--- src/mem_back_defines.svh ---
`ifndef MEM_BACK_DEFINES_SVH
`define MEM_BACK_DEFINES_SVH

// Data path and program counter width
`define MB_DATA_W 32

// Byte lanes in one data word
`define MB_BE_W (`MB_DATA_W / 8)

// General purpose register index width
`define MB_REG_AW 5

// Data RAM word address width, 256 words give 1 KiB
`define MB_RAM_AW 8

// Data RAM depth in words
`define MB_RAM_DEPTH (1 << `MB_RAM_AW)

`endif

--- src/exc_pkg.sv ---
`default_nettype none

`include "mem_back_defines.svh"

package exc_pkg;

    // Cause flags raised by earlier stages and carried with the instruction
    typedef struct packed {
        logic in_delay_slot;
        logic is_int;
        logic is_inst_adel;
        logic is_ri;
        logic is_overflow;
        logic is_syscall;
        logic is_break;
        logic is_eret;
    } exc_flags_t;

    typedef enum logic [4:0] {
        EXC_INT  = 5'd0,
        EXC_ADEL = 5'd4,
        EXC_ADES = 5'd5,
        EXC_SYS  = 5'd8,
        EXC_BP   = 5'd9,
        EXC_RI   = 5'd10,
        EXC_OV   = 5'd12
    } exc_code_e;

    // Resolved exception as seen by the CP0 register file
    typedef struct packed {
        logic                  valid;
        exc_code_e             code;
        logic [`MB_DATA_W-1:0] epc;
        logic [`MB_DATA_W-1:0] bad_vaddr;
    } exc_report_t;

endpackage

`default_nettype wire

--- src/pipe_pkg.sv ---
`default_nettype none

`include "mem_back_defines.svh"

package pipe_pkg;

    // Codes below 8 are loads, codes from 8 up are stores
    typedef enum logic [3:0] {
        LS_LB  = 4'h0,
        LS_LBU = 4'h1,
        LS_LH  = 4'h2,
        LS_LHU = 4'h3,
        LS_LW  = 4'h4,
        LS_SB  = 4'h8,
        LS_SH  = 4'h9,
        LS_SW  = 4'hA
    } ls_sel_e;

    typedef struct packed {
        logic [`MB_DATA_W-1:0] pc;
        logic [`MB_DATA_W-1:0] alu_res;
        logic [`MB_DATA_W-1:0] ls_addr;
        logic [`MB_DATA_W-1:0] rt_data;
        logic                  w_reg_ena;
        logic [`MB_REG_AW-1:0] w_reg_dst;
        logic                  ls_ena;
        ls_sel_e               ls_sel;
        logic                  wb_reg_sel; // Set when the register takes memory data
        exc_pkg::exc_flags_t   exc;
    } ex_result_t;

    typedef struct packed {
        logic [`MB_DATA_W-1:0] alu_res;
        logic [1:0]            byte_off;
        ls_sel_e               ls_sel;
        logic                  is_load;
        logic                  w_reg_ena;
        logic [`MB_REG_AW-1:0] w_reg_dst;
        logic                  wb_reg_sel;
    } lsu_result_t;

    typedef struct packed {
        logic                  we;
        logic                  re;
        logic [`MB_BE_W-1:0]   be;
        logic [`MB_RAM_AW-1:0] addr;
        logic [`MB_DATA_W-1:0] wdata;
    } ram_req_t;

    typedef struct packed {
        logic                  w_reg_ena;
        logic [`MB_REG_AW-1:0] w_reg_dst;
        logic [`MB_DATA_W-1:0] data;
    } wb_t;

endpackage

`default_nettype wire

--- src/lsu_addr_stage.sv ---
`timescale 1ns/1ps
`default_nettype none

`include "mem_back_defines.svh"

module lsu_addr_stage (
    input  pipe_pkg::ex_result_t  ex_i,
    output logic                  data_adel_o,
    output logic                  data_ades_o,
    output pipe_pkg::ram_req_t    ram_req_o,
    output pipe_pkg::lsu_result_t lsu_o
);

    logic [1:0] off;
    logic       is_load;
    logic       is_store;
    logic       misalign;

    assign off      = ex_i.ls_addr[1:0];
    assign is_load  = ex_i.ls_ena && !ex_i.ls_sel[3];
    assign is_store = ex_i.ls_ena && ex_i.ls_sel[3];

    always_comb begin
        misalign = 1'b0;
        case (ex_i.ls_sel)
            pipe_pkg::LS_LH, pipe_pkg::LS_LHU, pipe_pkg::LS_SH: misalign = off[0];
            pipe_pkg::LS_LW, pipe_pkg::LS_SW:                   misalign = |off;
            default:                                            misalign = 1'b0;
        endcase
    end

    assign data_adel_o = is_load && misalign;
    assign data_ades_o = is_store && misalign;

    // Store data is copied into every lane, the enables pick the live ones
    always_comb begin
        ram_req_o       = '0;
        ram_req_o.we    = is_store;
        ram_req_o.re    = is_load;
        ram_req_o.addr  = ex_i.ls_addr[`MB_RAM_AW+1:2];
        ram_req_o.wdata = ex_i.rt_data;
        if (is_store) begin
            case (ex_i.ls_sel)
                pipe_pkg::LS_SB: begin
                    ram_req_o.be    = `MB_BE_W'(1) << off;
                    ram_req_o.wdata = {`MB_BE_W{ex_i.rt_data[7:0]}};
                end
                pipe_pkg::LS_SH: begin
                    ram_req_o.be    = off[1] ? 4'b1100 : 4'b0011;
                    ram_req_o.wdata = {2{ex_i.rt_data[15:0]}};
                end
                default: ram_req_o.be = '1;
            endcase
        end
    end

    always_comb begin
        lsu_o            = '0;
        lsu_o.alu_res    = ex_i.alu_res;
        lsu_o.byte_off   = off;
        lsu_o.ls_sel     = ex_i.ls_sel;
        lsu_o.is_load    = is_load;
        lsu_o.w_reg_ena  = ex_i.w_reg_ena;
        lsu_o.w_reg_dst  = ex_i.w_reg_dst;
        lsu_o.wb_reg_sel = ex_i.wb_reg_sel;
    end

endmodule

`default_nettype wire

--- config.mk ---
export PLATFORM = sky130hd
export DESIGN_NAME = lsu_addr_stage
export DESIGN_NICKNAME = d
export VERILOG_FILES = /design/src/exc_pkg.sv /design/src/pipe_pkg.sv /design/src/lsu_addr_stage.sv
export VERILOG_INCLUDE_DIRS = /design/src
export SDC_FILE = /design/constraint.sdc
export NUM_CORES = 1
export LEC_CHECK = 0
export BUFFER_PORTS_ARGS = -buffer_cell sky130_fd_sc_hd__buf_2
export CAP_MARGIN = 20
export CORE_AREA = 2 2 95 97
export DETAILED_ROUTE_END_ITERATION = 10
export DIE_AREA = 0 0 97 99
export PLACE_DENSITY = 0.51
export SYNTH_ARGS = -nofsm -noshare
export SYNTH_HDL_FRONTEND = slang
export SYNTH_SLANG_ARGS = --single-unit
--- constraint.sdc ---
create_clock -name vclk -period 3
set_input_delay 0 -clock vclk [all_inputs]
set_output_delay 0 -clock vclk [all_outputs]
set_load 0.03 [all_outputs]
Word level (Yosys, flattened, before mapping)
Cells that the tools add are included.
Widths: inputs -> output; s select.
{ "word_totals": {"regBits": 0, "in_bits": 148, "output_inout_bits": 94, "elab_cells": 21} }
{ "op_classes": {"eq_ne": 6, "n_shift": 1, "muxes": 6, "reduce_logical": 8} }
{ "ops": {"columns": ["cell", "n"], "rows": [
  ["$pmux 32 s2", 1],
  ["$mux 32", 1],
  ["$eq 4x4->1 const B", 3],
  ["$eq 4x2->1 const B", 2],
  ["$mux 4", 2],
  ["$pmux 4 s2", 1],
  ["$eq 4x3->1 const B", 1],
  ["$logic_and 1x1->1", 4],
  ["$reduce_or 2->1", 2],
  ["$shl 1x2->4 const A", 1],
  ["$reduce_or 3->1", 1],
  ["$pmux 1 s2", 1],
  ["$logic_not 1->1", 1]
]} }

Longest topological paths before layout
{ "logic_depth": {"word_depth": 4, "depth_mapped": 5, "mapped_depth_nobuf": 3} }

Least setup slack after synthesis
No wires, ideal clock.
{ "synth_timing": {"kind": "input port to output port", "from": "input port ex_i[52] in the netlist's numbering", "to": "output port data_ades_o", "t_arrival_ns": 1.259, "t_required_ns": 3.000, "setup_slack_ns": 1.741, "stages": 3, "n_path_buf": 1, "cell_sequence": "clkbuf_1 > a21oi_1 > nor4_1"} }
{ "synth_between": {"elab_chain_len": 3} }
{ "synth_rtl": {"columns": ["element", "line", "source"], "rows": [
  ["start: declaration", "lsu_addr_stage.sv:7", "input pipe_pkg::ex_result_t ex_i,"],
  ["$reduce_or 2->1", "lsu_addr_stage.sv:27", "pipe_pkg::LS_LW, pipe_pkg::LS_SW: misalign = |off;"],
  ["$pmux 1 s2 *", "lsu_addr_stage.sv:25", "case (ex_i.ls_sel)"],
  ["$logic_and 1x1->1 *", "lsu_addr_stage.sv:33", "assign data_ades_o = is_store && misalign;"],
  ["end: declaration", "lsu_addr_stage.sv:9", "output logic data_ades_o,"]
]} }
Mark *: on every way between the ends. The rest lies on a longest branch, timed or not.

==> impl_metrics.csv <==
group,metric,value,unit
run_status,status,"finished, final reports clean",
sta,holdWs,0.009992,ps
global_routing,grt_overflow,0,
setup_path,cp.required,3000,ps
drt,drt_iter0_markers,15,
die,die_x,97,µm
layout,regArea,0,µm²
sta,rsz0062_at_grt,"false",
sta,post-route-period-util,53.79,%
layout,final_common_cell,"buf_2",
drt,wl_met1,1020,µm
setup_path,critPathTopFamily,"buffers and inverters",
setup_path,end_kind,"output port",
drt,antenna_left,0,
setup_path,critPathLaunchType,"input pin",
drt,wl_met3,441,µm
sta,layout_setup_ws,1386,ps
die,initial_core_util,12.06,%
drt,routed_wirelength,3076,µm
die,die_y,99,µm
drt,wl_met2,1495,µm
placed_design,port_buffers,86,
drt,wl_per_cell,11.88,µm
layout,antenna_cells,0,
setup_path,crit_type,"input pin to output port",
layout,seq_cells,0,
layout,n_clock_buffer,0,
placed_design,hpwlAfterDp,2499,µm
setup_path,arrival,1610,ps
yosys,synthDistinctLibCells,22,
placed_design,place_congestion,0.7508,
global_routing,grt_pass1_wl,4388,µm
setup_path,slowest_stage,"buf_4",
flow_run,maxCapViolations,0,
sta,setup_viol,0,
yosys,yosysSeqAreaShare,0,%
min_path,hold_class,"input pin to output port",
setup_path,cp_max_fo,25,
setup_path,path_common_cell,"buf_2",
power,p_leak,0.5827,nW
drt,via_per_inst,3.467,
drt,drtPass1Iterations,2,
cts,cts_hold_buf,0,
layout,mostFrequentLayoutCells,"buf_2, a21oi_1, nor2_1",
global_routing,grt.total_usage,5.642,%
layout,final_util,12.75,%
setup_path,critPathBufInv,3,
yosys,avgSynthCellArea,7.694,µm²
cts,cts_setup_buffers,0,
drt,drc_errors,0,
drt,vias,898,
die,core-area,0.008551,mm²
sta,worst-slew-pin-transition,454.7,ps
die,num_rows,34,
sta,hold_viol,0,
setup_path,cpPeakStageDelay,340,ps
setup_path,cp_cell_sequence,"buf_2 -> nor4bb_4 -> buf_4 -> and2_4 -> mux2_4 -> buf_2",
sta,drv_slew,0,
placed_design,post-place-ws,1320,ps
yosys,ys_warn_count,0,
die,die_area,0.009603,mm²
sta,setup_tns,0,ps
die,ios,242,
sta,max_freq,619.7,MHz
layout,syn2layout_area_growth,5.704,%
power,max-vdd-ir-drop,0.00003079,V
power,pwr_density_cell,184.6,mW/mm²
yosys,synth_nets,282,
global_routing,grt_pass1_vias,826,
layout,drive_above_1_share,69.54,%
yosys,synth_area,0.001031,mm²
yosys,synth_cells,134,
layout,fill_cells,995,
drt,routed.top_layer,"met4",
global_routing,grt_max_degree,26,
sta,relSlewSlack,69.62,%
global_routing,antenna_found_initial,0,
sta,min_period,1614,ps
cts,cts_resized,0,
layout,layout.nets,301,
worst paths after layout:
check / cells after the start / startpoint / slack [ps] / end
setup / recovery: 6 / ex_i[10] / 1390 / ram_req_o[11]
hold / removal: 0 / ex_i[94] / 0.01 / lsu_o[24]
metrics by stage:
step	total power [W]	instance area (µm²)	cells
2_1_floorplan	0.0002629	1031	134
3_3_place_gp	0.0002026	1090	259
3_5_place_dp	0.0002042	1090	259
4_1_cts	0.0002049	1090	259
5_1_grt	0.0002161	1090	259
6_report	0.0002012	1090	259
cells by family after synthesis:
| family | Yosys count | share of synthesized area, % |
|---|---|---|
| AO/OA/AOI/OAI | 20 | 10.92 |
| buffers and inverters | 73 | 52.43 |
| multiplexers | 24 | 28.16 |
| AND/OR/NAND/NOR | 17 | 8.497 |
area by class of cell:
class,count,area [µm²],area share [%]
multi-input combinational,61,505.5,46.38
timing repair buffer,87,437.9,40.18
tap,108,135.1,12.40
inverter,3,11.26,1.033
cells in the mapped netlist:
| master | n | area share (%) |
|---|---|---|
| o211ai_1 | 1 | 0.73 |
| o21ai_0 | 2 | 0.97 |
| mux2i_1 | 8 | 7.8 |
| nor3b_1 | 1 | 0.73 |
| o21bai_1 | 2 | 1.5 |
| buf_12 | 1 | 1.9 |
| mux2_2 | 8 | 8.7 |
| nor4_1 | 1 | 0.61 |
| clkbuf_1 | 1 | 0.36 |
| nand3b_1 | 1 | 0.73 |
| nand2_1 | 2 | 0.73 |
| mux2_4 | 8 | 12 |
| a21o_1 | 1 | 0.73 |
| and2_4 | 1 | 0.85 |
| buf_4 | 66 | 48 |
| buf_2 | 2 | 0.97 |
| a21oi_1 | 13 | 6.3 |
| nor4bb_1 | 1 | 0.97 |
| inv_1 | 3 | 1.1 |
| nor2b_1 | 1 | 0.61 |
| nor2_1 | 9 | 3.3 |
| a21boi_0 | 1 | 0.73 |
metal layers:
layer	GRT usage [%]	vias up
li1	-	416
met3	2.199	22
met5	0	-
met1	5.652	398
met2	10.36	62
met4	2.492	0
report_power, final:
group,total (W),internal [W],switching [W]
combinational,0.000201,0.0000726,0.000129
clock,0,0,0
sequential,0,0,0
total,0.000201,0.0000726,0.000129
Power figures use the tool's default switching activity.
