--- config.mk ---
export PLATFORM = sky130hd
export DESIGN_NAME = exc_arbiter
export DESIGN_NICKNAME = d
export VERILOG_FILES = /design/src/exc_pkg.sv /design/src/pipe_pkg.sv /design/src/exc_arbiter.sv
export VERILOG_INCLUDE_DIRS = /design/src
export SDC_FILE = /design/constraint.sdc
export NUM_CORES = 1
export LEC_CHECK = 0
export BUFFER_PORTS_ARGS = -buffer_cell sky130_fd_sc_hd__buf_2
export CORE_AREA = 4 4 82 84
export DETAILED_ROUTE_END_ITERATION = 10
export DIE_AREA = 0 0 86 88
export PLACE_DENSITY_LB_ADDON = 0.1
export SLEW_MARGIN = 25
export SYNTH_ARGS = -nofsm -noshare
export SYNTH_HDL_FRONTEND = slang
export SYNTH_SLANG_ARGS = --single-unit
--- constraint.sdc ---
create_clock -name vclk -period 3.8
set_input_delay 0.57 -clock vclk [all_inputs]
set_output_delay 0.57 -clock vclk [all_outputs]
set_load 0.005 [all_outputs]
--- src/mem_back_defines.svh ---
`ifndef MEM_BACK_DEFINES_SVH
`define MEM_BACK_DEFINES_SVH

// Data path and program counter width
`define MB_DATA_W 32

// Byte lanes in one data word
`define MB_BE_W (`MB_DATA_W / 8)

// General purpose register index width
`define MB_REG_AW 5

// Data RAM word address width, 256 words give 1 KiB
`define MB_RAM_AW 8

// Data RAM depth in words
`define MB_RAM_DEPTH (1 << `MB_RAM_AW)

`endif

--- src/exc_pkg.sv ---
`default_nettype none

`include "mem_back_defines.svh"

package exc_pkg;

    // Cause flags raised by earlier stages and carried with the instruction
    typedef struct packed {
        logic in_delay_slot;
        logic is_int;
        logic is_inst_adel;
        logic is_ri;
        logic is_overflow;
        logic is_syscall;
        logic is_break;
        logic is_eret;
    } exc_flags_t;

    typedef enum logic [4:0] {
        EXC_INT  = 5'd0,
        EXC_ADEL = 5'd4,
        EXC_ADES = 5'd5,
        EXC_SYS  = 5'd8,
        EXC_BP   = 5'd9,
        EXC_RI   = 5'd10,
        EXC_OV   = 5'd12
    } exc_code_e;

    // Resolved exception as seen by the CP0 register file
    typedef struct packed {
        logic                  valid;
        exc_code_e             code;
        logic [`MB_DATA_W-1:0] epc;
        logic [`MB_DATA_W-1:0] bad_vaddr;
    } exc_report_t;

endpackage

`default_nettype wire

--- src/pipe_pkg.sv ---
`default_nettype none

`include "mem_back_defines.svh"

package pipe_pkg;

    // Codes below 8 are loads, codes from 8 up are stores
    typedef enum logic [3:0] {
        LS_LB  = 4'h0,
        LS_LBU = 4'h1,
        LS_LH  = 4'h2,
        LS_LHU = 4'h3,
        LS_LW  = 4'h4,
        LS_SB  = 4'h8,
        LS_SH  = 4'h9,
        LS_SW  = 4'hA
    } ls_sel_e;

    typedef struct packed {
        logic [`MB_DATA_W-1:0] pc;
        logic [`MB_DATA_W-1:0] alu_res;
        logic [`MB_DATA_W-1:0] ls_addr;
        logic [`MB_DATA_W-1:0] rt_data;
        logic                  w_reg_ena;
        logic [`MB_REG_AW-1:0] w_reg_dst;
        logic                  ls_ena;
        ls_sel_e               ls_sel;
        logic                  wb_reg_sel; // Set when the register takes memory data
        exc_pkg::exc_flags_t   exc;
    } ex_result_t;

    typedef struct packed {
        logic [`MB_DATA_W-1:0] alu_res;
        logic [1:0]            byte_off;
        ls_sel_e               ls_sel;
        logic                  is_load;
        logic                  w_reg_ena;
        logic [`MB_REG_AW-1:0] w_reg_dst;
        logic                  wb_reg_sel;
    } lsu_result_t;

    typedef struct packed {
        logic                  we;
        logic                  re;
        logic [`MB_BE_W-1:0]   be;
        logic [`MB_RAM_AW-1:0] addr;
        logic [`MB_DATA_W-1:0] wdata;
    } ram_req_t;

    typedef struct packed {
        logic                  w_reg_ena;
        logic [`MB_REG_AW-1:0] w_reg_dst;
        logic [`MB_DATA_W-1:0] data;
    } wb_t;

endpackage

`default_nettype wire

--- src/exc_arbiter.sv ---
`timescale 1ns/1ps
`default_nettype none

module exc_arbiter (
    input  pipe_pkg::ex_result_t ex_i,
    input  wire                  data_adel_i,
    input  wire                  data_ades_i,
    output exc_pkg::exc_report_t exc_o,
    output logic                 eret_o
);

    // First matching cause wins, in MIPS priority order
    always_comb begin
        exc_o       = '0;
        exc_o.valid = 1'b1;
        if (ex_i.exc.is_int) begin
            exc_o.code = exc_pkg::EXC_INT;
        end else if (ex_i.exc.is_inst_adel) begin
            exc_o.code      = exc_pkg::EXC_ADEL;
            exc_o.bad_vaddr = ex_i.pc; // Fetch address was bad
        end else if (ex_i.exc.is_ri) begin
            exc_o.code = exc_pkg::EXC_RI;
        end else if (ex_i.exc.is_overflow) begin
            exc_o.code = exc_pkg::EXC_OV;
        end else if (ex_i.exc.is_syscall) begin
            exc_o.code = exc_pkg::EXC_SYS;
        end else if (ex_i.exc.is_break) begin
            exc_o.code = exc_pkg::EXC_BP;
        end else if (data_adel_i) begin
            exc_o.code      = exc_pkg::EXC_ADEL;
            exc_o.bad_vaddr = ex_i.ls_addr;
        end else if (data_ades_i) begin
            exc_o.code      = exc_pkg::EXC_ADES;
            exc_o.bad_vaddr = ex_i.ls_addr;
        end else begin
            exc_o.valid = 1'b0;
        end

        // A delay-slot instruction restarts at its branch
        if (exc_o.valid) begin
            exc_o.epc = ex_i.exc.in_delay_slot ? ex_i.pc - 4 : ex_i.pc;
        end
    end

    assign eret_o = ex_i.exc.is_eret && !exc_o.valid;

endmodule

`default_nettype wire

# Word level (Yosys, flattened, before mapping)
# Cells that the tools add are included.
# W data, S select, Z words.
[word_totals]
ff_bits = 0
[classes]
add_sub_neg = 1
muxes = 26
reduce_logical = 2
[op_table]
columns = ["operator", "n"]
rows = [
  ["$mux W32", 10],
  ["$sub A32 B3 Y32 const B", 1],
  ["$mux W4", 6],
  ["$mux W1", 8],
  ["$mux W3", 2],
  ["$logic_and A1 B1 Y1", 1],
  ["$logic_not A1 Y1", 1],
]

# Depth between registers and ports, before layout
# Gate-level depths: netlist (run 1).
[depth]
ltp_word = 10
ltp_mapped = 8
depth_no_buf = 6

# Worst setup path before layout (run 1)
# OpenSTA, ideal clock, no wires.
[synth_path]
path_type = "input -> output"
from = "input ex_i[121] (netlist bit)"
to = "output exc_o[53] (netlist bit)"
arrival_time_ns = 1.871
required_ns = 3.230
path_slack_ns = 1.359
path_stages = 6
path_cell_list = "clkbuf_1 nor4_4 nand4_1 buf_2 or4_1 nand2_1"
[synth_lines]
columns = ["item", "line_no", "rtl"]
rows = [
  ["start: declaration", "exc_arbiter.sv:5", "input pipe_pkg::ex_result_t ex_i,"],
  ["end: declaration", "exc_arbiter.sv:8", "output exc_pkg::exc_report_t exc_o,"],
]

==> impl_metrics.json, run 1 <==
{
  "cts_setup_buffers": 0,
  "hold_path.class": "primary input to primary output",
  "grt_antenna_before_repair": 0,
  "setup_viol": 0,
  "outcome": "finished clean",
  "totalWireLength_um": 6220,
  "tightest_slew_ns": 0.739,
  "synth_top_area_cell": "a22oi_1",
  "synth_top_family_by_area": "simple AND/OR/NAND/NOR gates",
  "nClkBuffers": 0,
  "peakVddDrop_v": 0.0000384,
  "synth_top_area_share_pct": 18.1,
  "vias": 2109,
  "syn_area_sq_um": 1330,
  "core_sq_um": 5920,
  "arrival_ns": 2.76,
  "synth.area.mux_share_pct": 5.27,
  "synthCells": 223,
  "slew_headroom_pct": 50.7,
  "avgSynthCellArea_sq_um": 5.96,
  "remaining_drc_errors": 0,
  "vias_per_cell": 4.92,
  "min_period_ns": 3.33,
  "die_area_sq_um": 7570,
  "p_per_area_nw_per_um2": 85.6,
  "fmax_mhz": 300,
  "synth_most_common_cell": "nor2_1",
  "area_delta_synth_final_pct": 58.6,
  "synth_nets": 374,
  "seqCellArea_sq_um": 0,
  "critPathKind": "primary input to primary output",
  "p_leak_nw": 1.04,
  "post-place-cells": 429,
  "pre_cts_slack_ns": 0.461,
  "synth.yosys.seq_area_share_pct": 0,
  "io_buffers": 144,
  "gr-total-overflow": 0,
  "ctsHoldBuffers": 0,
  "yosys.area_share.adder_pct": 0.942,
  "nFlopsAndLatches": 0,
  "antennaDiodeCount": 0,
  "rsz0062_at_grt": "no",
  "io_pins": 221,
  "grt_use_total_pct": 15.0,
  "wl_per_cell_um": 14.5,
  "synth_warnings": 0,
  "final_cells": 429,
  "die_w_um": 86,
  "synth_area_leaders": "a22oi_1, nor2_1, xor2_1",
  "stdcell_area_sq_um": 2110,
  "cts_resized": 0,
  "fin_ws_ns": 0.470,
  "drt_iter0_drc": 65,
  "cp_max_fo": 25,
  "worst_setup_path_start_kind": "primary input",
  "grt_pass1_vias": 1912,
  "yosys.cell_types.count": 36,
  "rows": 28,
  "drv_cap": 0,
  "hold_viol_final": 0,
  "drive_gt1_share_pct": 43.5,
  "start_util_pct": 22.4,
  "synth_xor_area_share_pct": 7.91,
  "hpwl_um": 5030,
  "die_y_um": 88,
  "grt_max_degree": 38,
  "placed_area_sq_um": 2110,
  "fin_util_pct": 35.6,
  "maxSlewViolCount": 0,
  "grt_pass1_wl_um": 9580,
  "place_congestion": 0.706,
  "antenna_left": 0,
  "setup-tns-final_ns": 0,
  "synth-simple-area-share_pct": 52.8,
  "netlist_top_cells_count": "nor2_1, a22oi_1, nand2_1, nor3_1, buf_2",
  "drt_pass1_iterations": 4,
  "synth-compound-area-share_pct": 25.0,
  "period_share_pct": 87.6,
  "cp-end-kind": "primary output",
  "cp.required_ns": 3.23,
  "finalNetCount": 507
}
[layer usage]
layer | vias up | global-route usage (%) | part of all wire, %
li1 | 1088 | - | -
met1 | 930 | 21.2 | 46
met2 | 91 | 24.5 | 43
met3 | 0 | 3.67 | 11
met4 | 0 | 0 | 0
met5 | - | 0 | 0
[report_power, final]
part | switching (mW) | internal [mW]
Sequential | 0 | 0
Clock | 0 | 0
Combinational | 0.0946 | 0.0858
[critical path: stages]
cell and delay, ns:
buf_2 0.11, nor4_1 0.46, and2_1 0.61, inv_1 0.54, and2_1 0.32, buf_2 0.14
[layout make-up]
type               instances  area [sq um]
fillers                  718          3810
inverters                  4          15.0
multi-input cells        200          1230
well taps                 75          93.8
repair buffers           150           766
[layout by cell type (no fill, tap or decap), drive strengths merged, types with 3 or more instances in the layout]
cell type  netlist  final
a21oi            3      3
a22oi           32     32
and2             3      3
buf             12    150
inv              4      4
mux2i            7      7
nand2           20     20
nand2b           8      8
nand3            4      4
nand4            5      5
nor2            50     50
nor3            12     12
nor4            10     10
o211ai           7      7
or3              4      4
or4              7      7
xnor2            3      3
xor2             9      9
[stage by stage]
stage,power [mW],hold WS (ns)
final,0.180,1.43
after global routing,0.204,1.47
after CTS,0.183,1.44
after detailed placement,0.182,1.44
after global placement,0.181,1.44
after floorplan,0.0763,1.20
[worst paths after layout]
kind / start / endpoint / slack, ns / cells past startpoint
max: ex_i[2] / exc_o[33] / 0.47 / 6
min: ex_i[0] / eret_o / 1.43 / 3
[logic make-up (layout without fill, tap and decap cells)]
| group | Yosys count | in the layout |
|---|---|---|
| adder cells (fa/ha/maj) | 1 | 1 |
| AO/OA/AOI/OAI | 46 | 46 |
| other | 1 | 1 |
| AND/OR/NAND/NOR | 133 | 133 |
| buffers and inverters | 23 | 154 |
| XOR/XNOR | 12 | 12 |
| multiplexers | 7 | 7 |
No activity file was read; power rests on OpenSTA's default activity.
==> run 2, diff against run 1 <==
MAX_ROUTING_LAYER = met4   (was not set)
SKIP_LAST_GASP = 1   (was not set)
clock period = 4.1 ns   (was 3.8 ns; I/O delays follow)
==> impl_metrics.json, run 2 (same netlist as run 1, synthesis figures left out) <==
{
  "min-delay-start": "ex_i[0]",
  "grt_antenna_before_repair": 0,
  "multi_input_area_sq_um": 1230,
  "min_to": "eret_o",
  "fmax_mhz": 311,
  "maxSlewViolCount": 0,
  "antennaDiodeCount": 0,
  "final_cells": 428,
  "hold_viol_final": 0,
  "gr-total-overflow": 0,
  "remaining_drc_errors": 0,
  "post-place-cells": 428,
  "grt_pass1_wl_um": 9490,
  "tightest_slew_ns": 0.715,
  "grt_util_met3_pct": 2.26,
  "place_congestion": 0.702,
  "rows": 28,
  "worst_setup_path_start_kind": "primary input",
  "area_delta_synth_final_pct": 58.0,
  "totalWireLength_um": 6080,
  "setup-tns-final_ns": 0,
  "rsz0062_at_grt": "no",
  "nFlopsAndLatches": 0,
  "slew_headroom_pct": 52.3,
  "fin_util_pct": 35.5,
  "vias": 2095,
  "cts_resized": 0,
  "final_common_cell": "buf_2",
  "p_leak_nw": 1.04,
  "period_share_pct": 78.3,
  "ctsHoldBuffers": 0,
  "min_period_ns": 3.21,
  "drt_iter0_drc": 80,
  "grt_busiest_layer": "met2",
  "core_sq_um": 5920,
  "critPathKind": "primary input to primary output",
  "cts_setup_buffers": 0,
  "antenna_left": 0,
  "hold_path.class": "primary input to primary output",
  "cp_max_fo": 11,
  "stdcell_area_sq_um": 2100,
  "min_path_cells": 3,
  "setup_viol": 0,
  "arrival_ns": 2.60,
  "placed_area_sq_um": 2100,
  "vias_per_cell": 4.89,
  "hpwl_um": 4910,
  "start_util_pct": 22.4,
  "outcome": "finished clean",
  "die_w_um": 86,
  "drv_cap": 0,
  "die_y_um": 88,
  "drt_pass1_iterations": 4,
  "io_pins": 221,
  "drive_gt1_share_pct": 43.3,
  "die_area_sq_um": 7570,
  "wl_per_cell_um": 14.2,
  "io_buffers": 144,
  "grt_use_total_pct": 15.3,
  "finalNetCount": 506,
  "cp.required_ns": 3.48,
  "final_cell_mix": "buf_2, nor2_1, a22oi_1",
  "peakVddDrop_v": 0.0000390,
  "fillers": 682,
  "grt_pass1_vias": 1967,
  "p_per_area_nw_per_um2": 79.4,
  "grt_max_degree": 38,
  "grt_use_met1_pct": 21.8,
  "met2_usage_pct": 24.2,
  "cp-end-kind": "primary output",
  "seqCellArea_sq_um": 0,
  "nClkBuffers": 0
}
[run 2: worst max path at each step]
stage	to	depth (start not counted)	slack, ns	from
3_5_place_dp	exc_o[59]	6	0.87	ex_i[124]
2_1_floorplan	exc_o[53]	6	1.57	ex_i[121]
6_report	exc_o[56]	6	0.89	ex_i[124]
3_3_place_gp	exc_o[59]	6	0.84	ex_i[123]
4_1_cts	exc_o[59]	6	0.87	ex_i[124]
5_1_grt	exc_o[56]	8	0.69	ex_i[2]
[run 2: where the power goes]
part | internal, mW | switching [mW] | total, mW
combinational | 0.0793 | 0.0874 | 0.167
clock | 0 | 0 | 0
sequential | 0 | 0 | 0
total | 0.0793 | 0.0874 | 0.167
[run 2: area by class of cell]
type               count  share of cell area [%]
multi-input cells    200                    58.7
repair buffers       149                    36.1
well taps             75                    4.47
inverters              4                   0.715
[run 2: metal layers]
| metal | vias up | wire length (um) |
|---|---|---|
| met5 | - | 0 |
| met4 | 0 | 0 |
| met3 | 0 | 632 |
| met2 | 106 | 2640 |
| met1 | 906 | 2800 |
| li1 | 1083 | - |
[run 2: through the flow]
step	hold WS [ns]	power, mW	worst slack, ns
2_1_floorplan	1.29	0.0707	1.57
3_3_place_gp	1.53	0.168	0.836
3_5_place_dp	1.52	0.168	0.873
4_1_cts	1.53	0.169	0.869
5_1_grt	1.54	0.189	0.688
6_report	1.53	0.167	0.890
[run 2: critical path, cell delays in order]
cell and delay [ns]:
buf_2 0.13, nor4_4 0.51, nand4_1 0.54, or4_1 0.57, nand2_1 0.11, buf_2 0.12
