[config.mk]
export PLATFORM = sky130hd
export DESIGN_NAME = load_align
export DESIGN_NICKNAME = d
export VERILOG_FILES = /design/src/exc_pkg.sv /design/src/pipe_pkg.sv /design/src/load_align.sv
export VERILOG_INCLUDE_DIRS = /design/src
export SDC_FILE = /design/constraint.sdc
export NUM_CORES = 1
export LEC_CHECK = 0
export BUFFER_PORTS_ARGS = -buffer_cell sky130_fd_sc_hd__buf_2
export CELL_PAD_IN_SITES_DETAIL_PLACEMENT = 0
export CELL_PAD_IN_SITES_GLOBAL_PLACEMENT = 1
export CORE_UTILIZATION = 21
export DETAILED_ROUTE_END_ITERATION = 10
export PLACE_DENSITY = 0.88
export SLEW_MARGIN = 5
export SYNTH_ARGS = -nofsm -noshare
export SYNTH_HDL_FRONTEND = slang
export SYNTH_SLANG_ARGS = --single-unit
[constraint.sdc]
create_clock -name vclk -period 2.5
set_input_delay 0.5 -clock vclk [all_inputs]
set_output_delay 0.5 -clock vclk [all_outputs]
set_load 0.01 [all_outputs]
[src/mem_back_defines.svh]
`ifndef MEM_BACK_DEFINES_SVH
`define MEM_BACK_DEFINES_SVH

// Data path and program counter width
`define MB_DATA_W 32

// Byte lanes in one data word
`define MB_BE_W (`MB_DATA_W / 8)

// General purpose register index width
`define MB_REG_AW 5

// Data RAM word address width, 256 words give 1 KiB
`define MB_RAM_AW 8

// Data RAM depth in words
`define MB_RAM_DEPTH (1 << `MB_RAM_AW)

`endif

[src/exc_pkg.sv]
`default_nettype none

`include "mem_back_defines.svh"

package exc_pkg;

    // Cause flags raised by earlier stages and carried with the instruction
    typedef struct packed {
        logic in_delay_slot;
        logic is_int;
        logic is_inst_adel;
        logic is_ri;
        logic is_overflow;
        logic is_syscall;
        logic is_break;
        logic is_eret;
    } exc_flags_t;

    typedef enum logic [4:0] {
        EXC_INT  = 5'd0,
        EXC_ADEL = 5'd4,
        EXC_ADES = 5'd5,
        EXC_SYS  = 5'd8,
        EXC_BP   = 5'd9,
        EXC_RI   = 5'd10,
        EXC_OV   = 5'd12
    } exc_code_e;

    // Resolved exception as seen by the CP0 register file
    typedef struct packed {
        logic                  valid;
        exc_code_e             code;
        logic [`MB_DATA_W-1:0] epc;
        logic [`MB_DATA_W-1:0] bad_vaddr;
    } exc_report_t;

endpackage

`default_nettype wire

[src/pipe_pkg.sv]
`default_nettype none

`include "mem_back_defines.svh"

package pipe_pkg;

    // Codes below 8 are loads, codes from 8 up are stores
    typedef enum logic [3:0] {
        LS_LB  = 4'h0,
        LS_LBU = 4'h1,
        LS_LH  = 4'h2,
        LS_LHU = 4'h3,
        LS_LW  = 4'h4,
        LS_SB  = 4'h8,
        LS_SH  = 4'h9,
        LS_SW  = 4'hA
    } ls_sel_e;

    typedef struct packed {
        logic [`MB_DATA_W-1:0] pc;
        logic [`MB_DATA_W-1:0] alu_res;
        logic [`MB_DATA_W-1:0] ls_addr;
        logic [`MB_DATA_W-1:0] rt_data;
        logic                  w_reg_ena;
        logic [`MB_REG_AW-1:0] w_reg_dst;
        logic                  ls_ena;
        ls_sel_e               ls_sel;
        logic                  wb_reg_sel; // Set when the register takes memory data
        exc_pkg::exc_flags_t   exc;
    } ex_result_t;

    typedef struct packed {
        logic [`MB_DATA_W-1:0] alu_res;
        logic [1:0]            byte_off;
        ls_sel_e               ls_sel;
        logic                  is_load;
        logic                  w_reg_ena;
        logic [`MB_REG_AW-1:0] w_reg_dst;
        logic                  wb_reg_sel;
    } lsu_result_t;

    typedef struct packed {
        logic                  we;
        logic                  re;
        logic [`MB_BE_W-1:0]   be;
        logic [`MB_RAM_AW-1:0] addr;
        logic [`MB_DATA_W-1:0] wdata;
    } ram_req_t;

    typedef struct packed {
        logic                  w_reg_ena;
        logic [`MB_REG_AW-1:0] w_reg_dst;
        logic [`MB_DATA_W-1:0] data;
    } wb_t;

endpackage

`default_nettype wire

[src/load_align.sv]
`timescale 1ns/1ps
`default_nettype none

`include "mem_back_defines.svh"

module load_align (
    input  pipe_pkg::lsu_result_t lsu_i,
    input  wire [`MB_DATA_W-1:0]  rdata_i,
    output pipe_pkg::wb_t         wb_o
);

    logic [`MB_DATA_W-1:0] lane;
    logic [7:0]            byte_v;
    logic [15:0]           half_v;
    logic [`MB_DATA_W-1:0] mem_val;

    assign lane   = rdata_i >> (8 * lsu_i.byte_off);
    assign byte_v = lane[7:0];
    assign half_v = lsu_i.byte_off[1] ? rdata_i[31:16] : rdata_i[15:0];

    always_comb begin
        case (lsu_i.ls_sel)
            pipe_pkg::LS_LB:  mem_val = {{(`MB_DATA_W - 8){byte_v[7]}}, byte_v};
            pipe_pkg::LS_LBU: mem_val = {{(`MB_DATA_W - 8){1'b0}}, byte_v};
            pipe_pkg::LS_LH:  mem_val = {{(`MB_DATA_W - 16){half_v[15]}}, half_v};
            pipe_pkg::LS_LHU: mem_val = {{(`MB_DATA_W - 16){1'b0}}, half_v};
            default:          mem_val = rdata_i;
        endcase
    end

    // Memory data only reaches the register for a real load
    always_comb begin
        wb_o           = '0;
        wb_o.w_reg_ena = lsu_i.w_reg_ena;
        wb_o.w_reg_dst = lsu_i.w_reg_dst;
        wb_o.data      = (lsu_i.wb_reg_sel && lsu_i.is_load) ? mem_val : lsu_i.alu_res;
    end

endmodule

`default_nettype wire

After elaboration in Yosys (flattened, before gate mapping). Index checks and enable logic that the tools add are counted. W data, S select, Z words.

Register bits after elaboration: 0. Input bits: 78. Logic and storage cells: 9. Output and inout bits: 38.

Muxes and demuxes: 3. Shift-type cells: 1. Reduce and logical (&&, ||, !) cells: 2. Equal/unequal tests: 3.

Operator list (number): $pmux W32 S4 (1); $mux W32 (1); $shr A32 B5 Y8 (1); $mux W16 (1); $eq A4 B2 Y1 const B (2); $eq A4 B1 Y1 const B (1); $logic_not A4 Y1 (1); $logic_and A1 B1 Y1 (1).

Logic depth before layout (Yosys ltp). Gate-level depths: netlist of run 1.

Depth in word-level cells: 3. Mapped depth: 6. Depth with buffers taken out: 4.

Least setup slack after synthesis of run 1. No wires, ideal clock.

Path type: input-to-output. Start point: input port lsu_i[12] (netlist name). End point: output port wb_o[22] (netlist name). Path slack: 0.372 ns. Path buffers: 2. Arrival: 1.628 ns. Cell stages on the path: 6. Data required time: 2.000 ns. Cell sequence: buf_6 -> mux2i_1 -> o22ai_1 -> o211a_4 -> buf_6 -> a221o_1.

RTL lines: start: declaration (line load_align.sv:7) `input pipe_pkg::lsu_result_t lsu_i,`; end: declaration (line load_align.sv:9) `output pipe_pkg::wb_t wb_o`.

==> impl_metrics.ini, run 1 <==
[setup_path]
cp_slowest_cell = o211a_4
crit_arrival_ps = 1890
cp_data_required_time_ps = 2000
critPathMaxStageDelay_ps = 340
path_class = in2out
crit_chain = buf_2 -> mux2i_1 -> o22ai_2 -> o211a_4 -> a221o_1 -> buf_2
cp_max_fo = 17
crit_path_end_kind = output pin
crit_top_cell = buf_2
critPathLaunchType = input port

[job]
cap_viol_max_count = 0

[floorplanning]
start_util = 0.220
rows = 23
die_y_um = 67.0
core-area_um2 = 4030
die_w_um = 67.0
dieArea_um2 = 4490
pin_count = 116

[final_layout]
n_clock_buffer = 0
nets = 316
register_area_um2 = 0
flops_and_latches = 0
n_antenna_cell = 0
final_common_cell = buf_2
syn2layout_area_growth_pct = 60.0
layout_common_cells = buf_2, nand2_1, a221o_1
final_layout_size_suffix_gt1_frac = 0.517

[power]
vdd_ir_drop_max_uv = 67.6
p_leak_nw = 0.718
power_mw = 0.271
powerDensity_nw_per_um2 = 190

[synthesis]
synth-compound-area-share = 0.517
syn-instance-count = 144
syn_area_per_cell_um2 = 6.17
synthSimpleGateAreaFrac = 0.335
yosysWarnings = 0
yosys.area_share.adder = 0
yosysSeqAreaShare = 0
syn_area_um2 = 888
yosys-top-cells-area = a221o_1, nand2_1, a31oi_1
synth_mux_area_frac = 0.0225
synth_xor_area_frac = 0
synth_area_leader_cell = a221o_1
synth_cell_types = 28
synth_top_family_by_area = compound AO/OA/AOI/OAI gates
synth_top_area_frac = 0.180
synth_nets = 222

[global_route]
grt_antenna_before_repair = 0
grtUsageMet3 = 0.00685
grtUsageMet1 = 0.178
gr-usage-met2 = 0.341
grt_pass1_vias = 1215
grt_max_degree = 27
grt_overflow_total = 0
grt-busiest-layer = met2
grt_first_pass_wirelength_um = 5530
grtUsageTotal = 0.162

[sta]
rsz0062_at_grt = no
max_slew_margin = 0.527
setup_tns_ps = 0
fin_ws_ps = 107
max_clock_freq_mhz = 418
fin_crit_ps = 2390
hold_viol_final = 0
drv_slew = 0
setup_viol = 0
worst_pin_slew_ps = 708
fin_crit_sh = 0.957

[routing]
drt_iter0_drc = 25
firstDrtPassIters = 4
wirelength_um = 4050
drc = 0
ant_nets = 0
routedWlPerCell_um = 14.2
vias = 1460
vias_per_cell = 5.10

[clocking]
hold_buffers = 0
postCtsSetupBuffers = 0
cts-resized-gates = 0

[placement]
pre_cts_slack_ps = 41.9
dp_hpwl_um = 3290
port_buffers = 104
gp_congestion = 0.753

[worst_hold_path]
hold_path.class = in2out

[run_status]
outcome = finished, final reports clean
==> kinds of logic (layout without fill, tap and decap cells) <==
group | count (synthesis) | after routing
AND/OR/NAND/NOR | 65 | 65
AO/OA/AOI/OAI | 58 | 58
buffers and inverters | 19 | 111
multiplexers | 2 | 2
==> path summary, 6_finish.rpt <==
kind | start | endpoint | slack [ps] | cells after the start
setup / recovery | lsu_i[12] | wb_o[23] | 110 | 6
hold / removal | lsu_i[1] | wb_o[32] | 1000 | 0
==> critical path: cells and delay by family <==
family / cells / cell delay (ps)
multiplexers: 1 / 300
AO/OA/AOI/OAI: 3 / 780
buffers and inverters: 2 / 290
==> power by group <==
group          switching (mW)  internal (mW)
logic                   0.137          0.133
registers                   0              0
clock network               0              0
total                   0.137          0.133
==> synthesized netlist by cell type (all sizes together), types with 3 or more instances <==
| cell type | instances |
|---|---|
| nand2 | 27 |
| nor2 | 13 |
| a221o | 16 |
| o221a | 7 |
| a21oi | 3 |
| nor2b | 3 |
| clkbuf | 7 |
| buf | 11 |
| nand2b | 10 |
| o21ai | 10 |
| nor3 | 7 |
| a31oi | 15 |
==> metal layers <==
metal  vias to the layer above  share of wire
li1                        735              -
met1                       645           0.38
met2                        78           0.53
met3                         2          0.084
met4                         0         0.0025
met5                         -              0
==> metrics by stage <==
stage,cells,utilization,instance area (um2),hold slack [ps]
6_report,286,0.353,1420,1000
5_1_grt,286,0.353,1420,1000
4_1_cts,286,0.350,1410,1000
3_5_place_dp,286,0.350,1410,1000
3_3_place_gp,286,0.350,1410,1000
2_1_floorplan,144,-,888,1090
==> cell type report <==
| class | instances | area, um2 |
|---|---|---|
| fill | 453 | 2610 |
| inverter | 1 | 3.75 |
| multi-input combinational | 125 | 790 |
| tap | 50 | 62.6 |
| timing repair buffer | 110 | 566 |
(Power assumes the default switching activity.)
==> inputs of run 2 (changes only) <==
==> constraint.sdc (replaced) <==
create_clock -name vclk -period 2.5
set_input_delay 0.375 -clock vclk [all_inputs]
set_output_delay 0.375 -clock vclk [all_outputs]
set_load 0.01 [all_outputs]
==> run 2 against run 1 <==
Effect of this change:
- hold slack got worse by 250 ps
- power fell by 1.8%
- sequential share of layout area did not move
- first-iteration DRC count rose by 150%
- wire length fell by 0.22%
- sequential cell count did not move
- cell count fell by 0.70%
- largest power group unchanged
- non-clock buffer count fell by 2
- final area fell by 1.9%
==> impl_metrics.ini, run 2 (synthesis results as in run 1) <==
[run_status]
outcome = finished, final reports clean

[routing]
routedWlPerCell_um = 14.2
drt_iter0_drc = 62
vias_per_cell = 5.11
firstDrtPassIters = 4
ant_nets = 0
drc = 0
vias = 1451
wirelength_um = 4040

[placement]
dp_hpwl_um = 3250
port_buffers = 104
pre_cts_slack_ps = 281
gp_congestion = 0.790

[sta]
setup_tns_ps = 0
fin_crit_ps = 2260
setup_viol = 0
max_clock_freq_mhz = 443
fin_crit_sh = 0.903
hold_viol_final = 0
drv_slew = 0
fin_ws_ps = 242
max_slew_margin = 0.220
worst_pin_slew_ps = 1170
rsz0062_at_grt = no

[power]
p_switching_mw = 0.136
power_mw = 0.266
swShare = 0.510
powerDensity_nw_per_um2 = 191
combinationalPowerShare = 1.000
p_leak_nw = 0.708
clkPwrFrac = 0
p_seq_frac = 0
vdd_ir_drop_max_uv = 62.6
intPower_mw = 0.130

[final_layout]
register_area_um2 = 0
final_common_cell = buf_2
flops_and_latches = 0
multi_input_area_um2 = 777
n_fill_cell = 453
n_clock_buffer = 0
final_layout_size_suffix_gt1_frac = 0.500
nets = 314
n_antenna_cell = 0
syn2layout_area_growth_pct = 56.9
layout_common_cells = buf_2, nand2_1, a221o_1

[setup_path]
cp_data_required_time_ps = 2120
cp_slowest_cell = a21oi_1
crit_path_end_kind = output pin
cp_max_fo = 23
critPathMaxStageDelay_ps = 520
worst-path-stages = 6
path_class = in2out
cp-startpoint = lsu_i[13]
crit_buf_inv = 2
crit_top_cell = buf_2
critPathLaunchType = input port
crit_chain = buf_2 -> or2_2 -> o22ai_1 -> a21oi_1 -> a31oi_1 -> buf_2
crit_end = wb_o[11]
crit_arrival_ps = 1880
cpLargestDelayFamily = compound AO/OA/AOI/OAI gates

[clocking]
hold_buffers = 0
postCtsSetupBuffers = 0
cts-resized-gates = 0

[floorplanning]
die_y_um = 67.0
start_util = 0.220
dieArea_um2 = 4490
core-area_um2 = 4030
pin_count = 116
rows = 23
die_w_um = 67.0

[global_route]
grt_antenna_before_repair = 0
grt_first_pass_wirelength_um = 5420
grt_overflow_total = 0
grt_pass1_vias = 1169
grt_max_degree = 27
grtUsageTotal = 0.156

[job]
cap_viol_max_count = 0

[worst_hold_path]
min_from = lsu_i[1]
hold_path.class = in2out
-- run 2: final cells by class --
cell class,instances,share of cell area
well taps,50,0.0449
repair buffers,108,0.395
multi-input cells,125,0.557
inverters,1,0.00269
-- run 2: layer usage --
metal | wire length, um | track usage
met3 | 314 | 0.00685
met2 | 2090 | 0.320
met4 | 0 | 0
met5 | 0 | 0
met1 | 1640 | 0.183
-- run 2: how the worst min path moves through the flow --
stage | to | slack, ps | cells after the start
floorplan | wb_o[32] | 840 | 1
global placement | wb_o[32] | 750 | 0
detailed placement | wb_o[32] | 750 | 0
CTS | wb_o[32] | 750 | 0
global route | wb_o[37] | 750 | 0
finish | wb_o[32] | 750 | 0
-- run 2: metrics by stage --
| stage | instance area, um2 | hold WS (ps) | cells | utilization |
|---|---|---|---|---|
| 3_3_place_gp | 1390 | 750 | 284 | 0.346 |
| 6_report | 1390 | 750 | 284 | 0.346 |
| 2_1_floorplan | 888 | 842 | 144 | - |
| 4_1_cts | 1390 | 750 | 284 | 0.346 |
| 5_1_grt | 1390 | 750 | 284 | 0.346 |
| 3_5_place_dp | 1390 | 750 | 284 | 0.346 |
-- run 2: power groups by stage --
| stage | sequential [mW] | combinational, mW | clock [mW] |
|---|---|---|---|
| 3_3_place_gp | 0 | 0.265 | 0 |
| 3_5_place_dp | 0 | 0.267 | 0 |
| 5_1_grt | 0 | 0.294 | 0 |
| 6_report | 0 | 0.266 | 0 |
| 4_1_cts | 0 | 0.268 | 0 |
| 2_1_floorplan | 0 | 0.151 | 0 |
==> inputs of run 3 (changes only) <==
==> constraint.sdc (replaced) <==
create_clock -name vclk -period 2.5
set_input_delay 0.125 -clock vclk [all_inputs]
set_output_delay 0.125 -clock vclk [all_outputs]
set_load 0.01 [all_outputs]
==> run 3 against run 2 <==
Effect of this change:
- wire length fell by 1.4%
- setup slack improved by 520 ps
- final area fell by 1.6%
- hold slack got worse by 500 ps
- non-clock buffer count fell by 3
- cell count fell by 1.1%
- utilization fell by 0.56 points
==> impl_metrics.ini, run 3 (synthesis results as in run 1) <==
[placement]
pre_cts_slack_ps = 815
dp_hpwl_um = 3240
dp.cells = 281
port_buffers = 104
gp_congestion = 0.780

[floorplanning]
start_util = 0.220
die_w_um = 67.0
pin_count = 116
die_y_um = 67.0
core-area_um2 = 4030
dieArea_um2 = 4490
rows = 23

[routing]
wirelength_um = 3980
ant_nets = 0
routedWlPerCell_um = 14.2
drt_iter0_drc = 56
vias_per_cell = 5.24
vias = 1473
firstDrtPassIters = 4
drc = 0

[power]
powerDensity_nw_per_um2 = 192
power_mw = 0.263
p_leak_nw = 0.693
vdd_ir_drop_max_uv = 67.0

[sta]
hold_viol_final = 0
fin_ws_ps = 767
whs_ps = 250
drv_slew = 0
worst_pin_slew_ps = 1110
max_slew_margin = 0.255
fin_crit_sh = 0.693
setup_viol = 0
fin_crit_ps = 1730
rsz0062_at_grt = no
setup_tns_ps = 0
max_clock_freq_mhz = 577

[setup_path]
path_class = in2out
crit_arrival_ps = 1610
crit_path_end_kind = output pin
critPathLaunchType = input port
crit_buf_inv = 2
crit_chain = buf_2 -> or2_2 -> o22ai_1 -> a21oi_1 -> a31oi_1 -> buf_2
cpLargestDelayFamily = compound AO/OA/AOI/OAI gates
critPathMaxStageDelay_ps = 510
cp_data_required_time_ps = 2380
cp_max_fo = 23
crit_top_cell = buf_2
cp_slowest_cell = a21oi_1

[worst_hold_path]
hold_path.class = in2out

[global_route]
grtUsageTotal = 0.158
grt_pass1_vias = 1194
grt_max_degree = 27
grt_overflow_total = 0
grt_antenna_before_repair = 0
grt_first_pass_wirelength_um = 5540

[final_layout]
flops_and_latches = 0
n_clock_buffer = 0
layout_common_cells = buf_2, nand2_1, a221o_1
register_area_um2 = 0
syn2layout_area_growth_pct = 54.4
nets = 311
multi_input_area_um2 = 777
final_layout_size_suffix_gt1_frac = 0.494
final_common_cell = buf_2
fin_cells = 281
n_fill_cell = 473
n_antenna_cell = 0

[clocking]
postCtsSetupBuffers = 0
cts-resized-gates = 0
hold_buffers = 0

[run_status]
outcome = finished, final reports clean

[job]
cap_viol_max_count = 0
run 3: layer usage:
layer / vias up / global-route usage / part of all wire
li1: 726 / - / -
met1: 668 / 0.182 / 0.39
met2: 75 / 0.319 / 0.52
met3: 4 / 0.00685 / 0.074
met4: 0 / 0.0186 / 0.010
met5: - / 0 / 0
run 3: final cells by class:
| cell class | instances | area share |
|---|---|---|
| Multi-Input combinational cell | 125 | 0.567 |
| Timing Repair Buffer | 105 | 0.385 |
| Tap cell | 50 | 0.0456 |
| Inverter | 1 | 0.00274 |
run 3: path summary, 6_finish.rpt:
| kind | startpoint | endpoint | slack (ps) | depth (start not counted) |
|---|---|---|---|---|
| max | lsu_i[13] | wb_o[10] | 770 | 6 |
| min | lsu_i[1] | wb_o[32] | 250 | 0 |
run 3: through the flow:
stage	utilization	instance area, um2
final	0.340	1370
after global routing	0.340	1370
after CTS	0.340	1370
after detailed placement	0.340	1370
after global placement	0.340	1370
after floorplan	-	888
run 3: power by group:
part / switching (mW) / internal, mW / total (mW)
registers: 0 / 0 / 0
clock network: 0 / 0 / 0
logic: 0.136 / 0.127 / 0.263
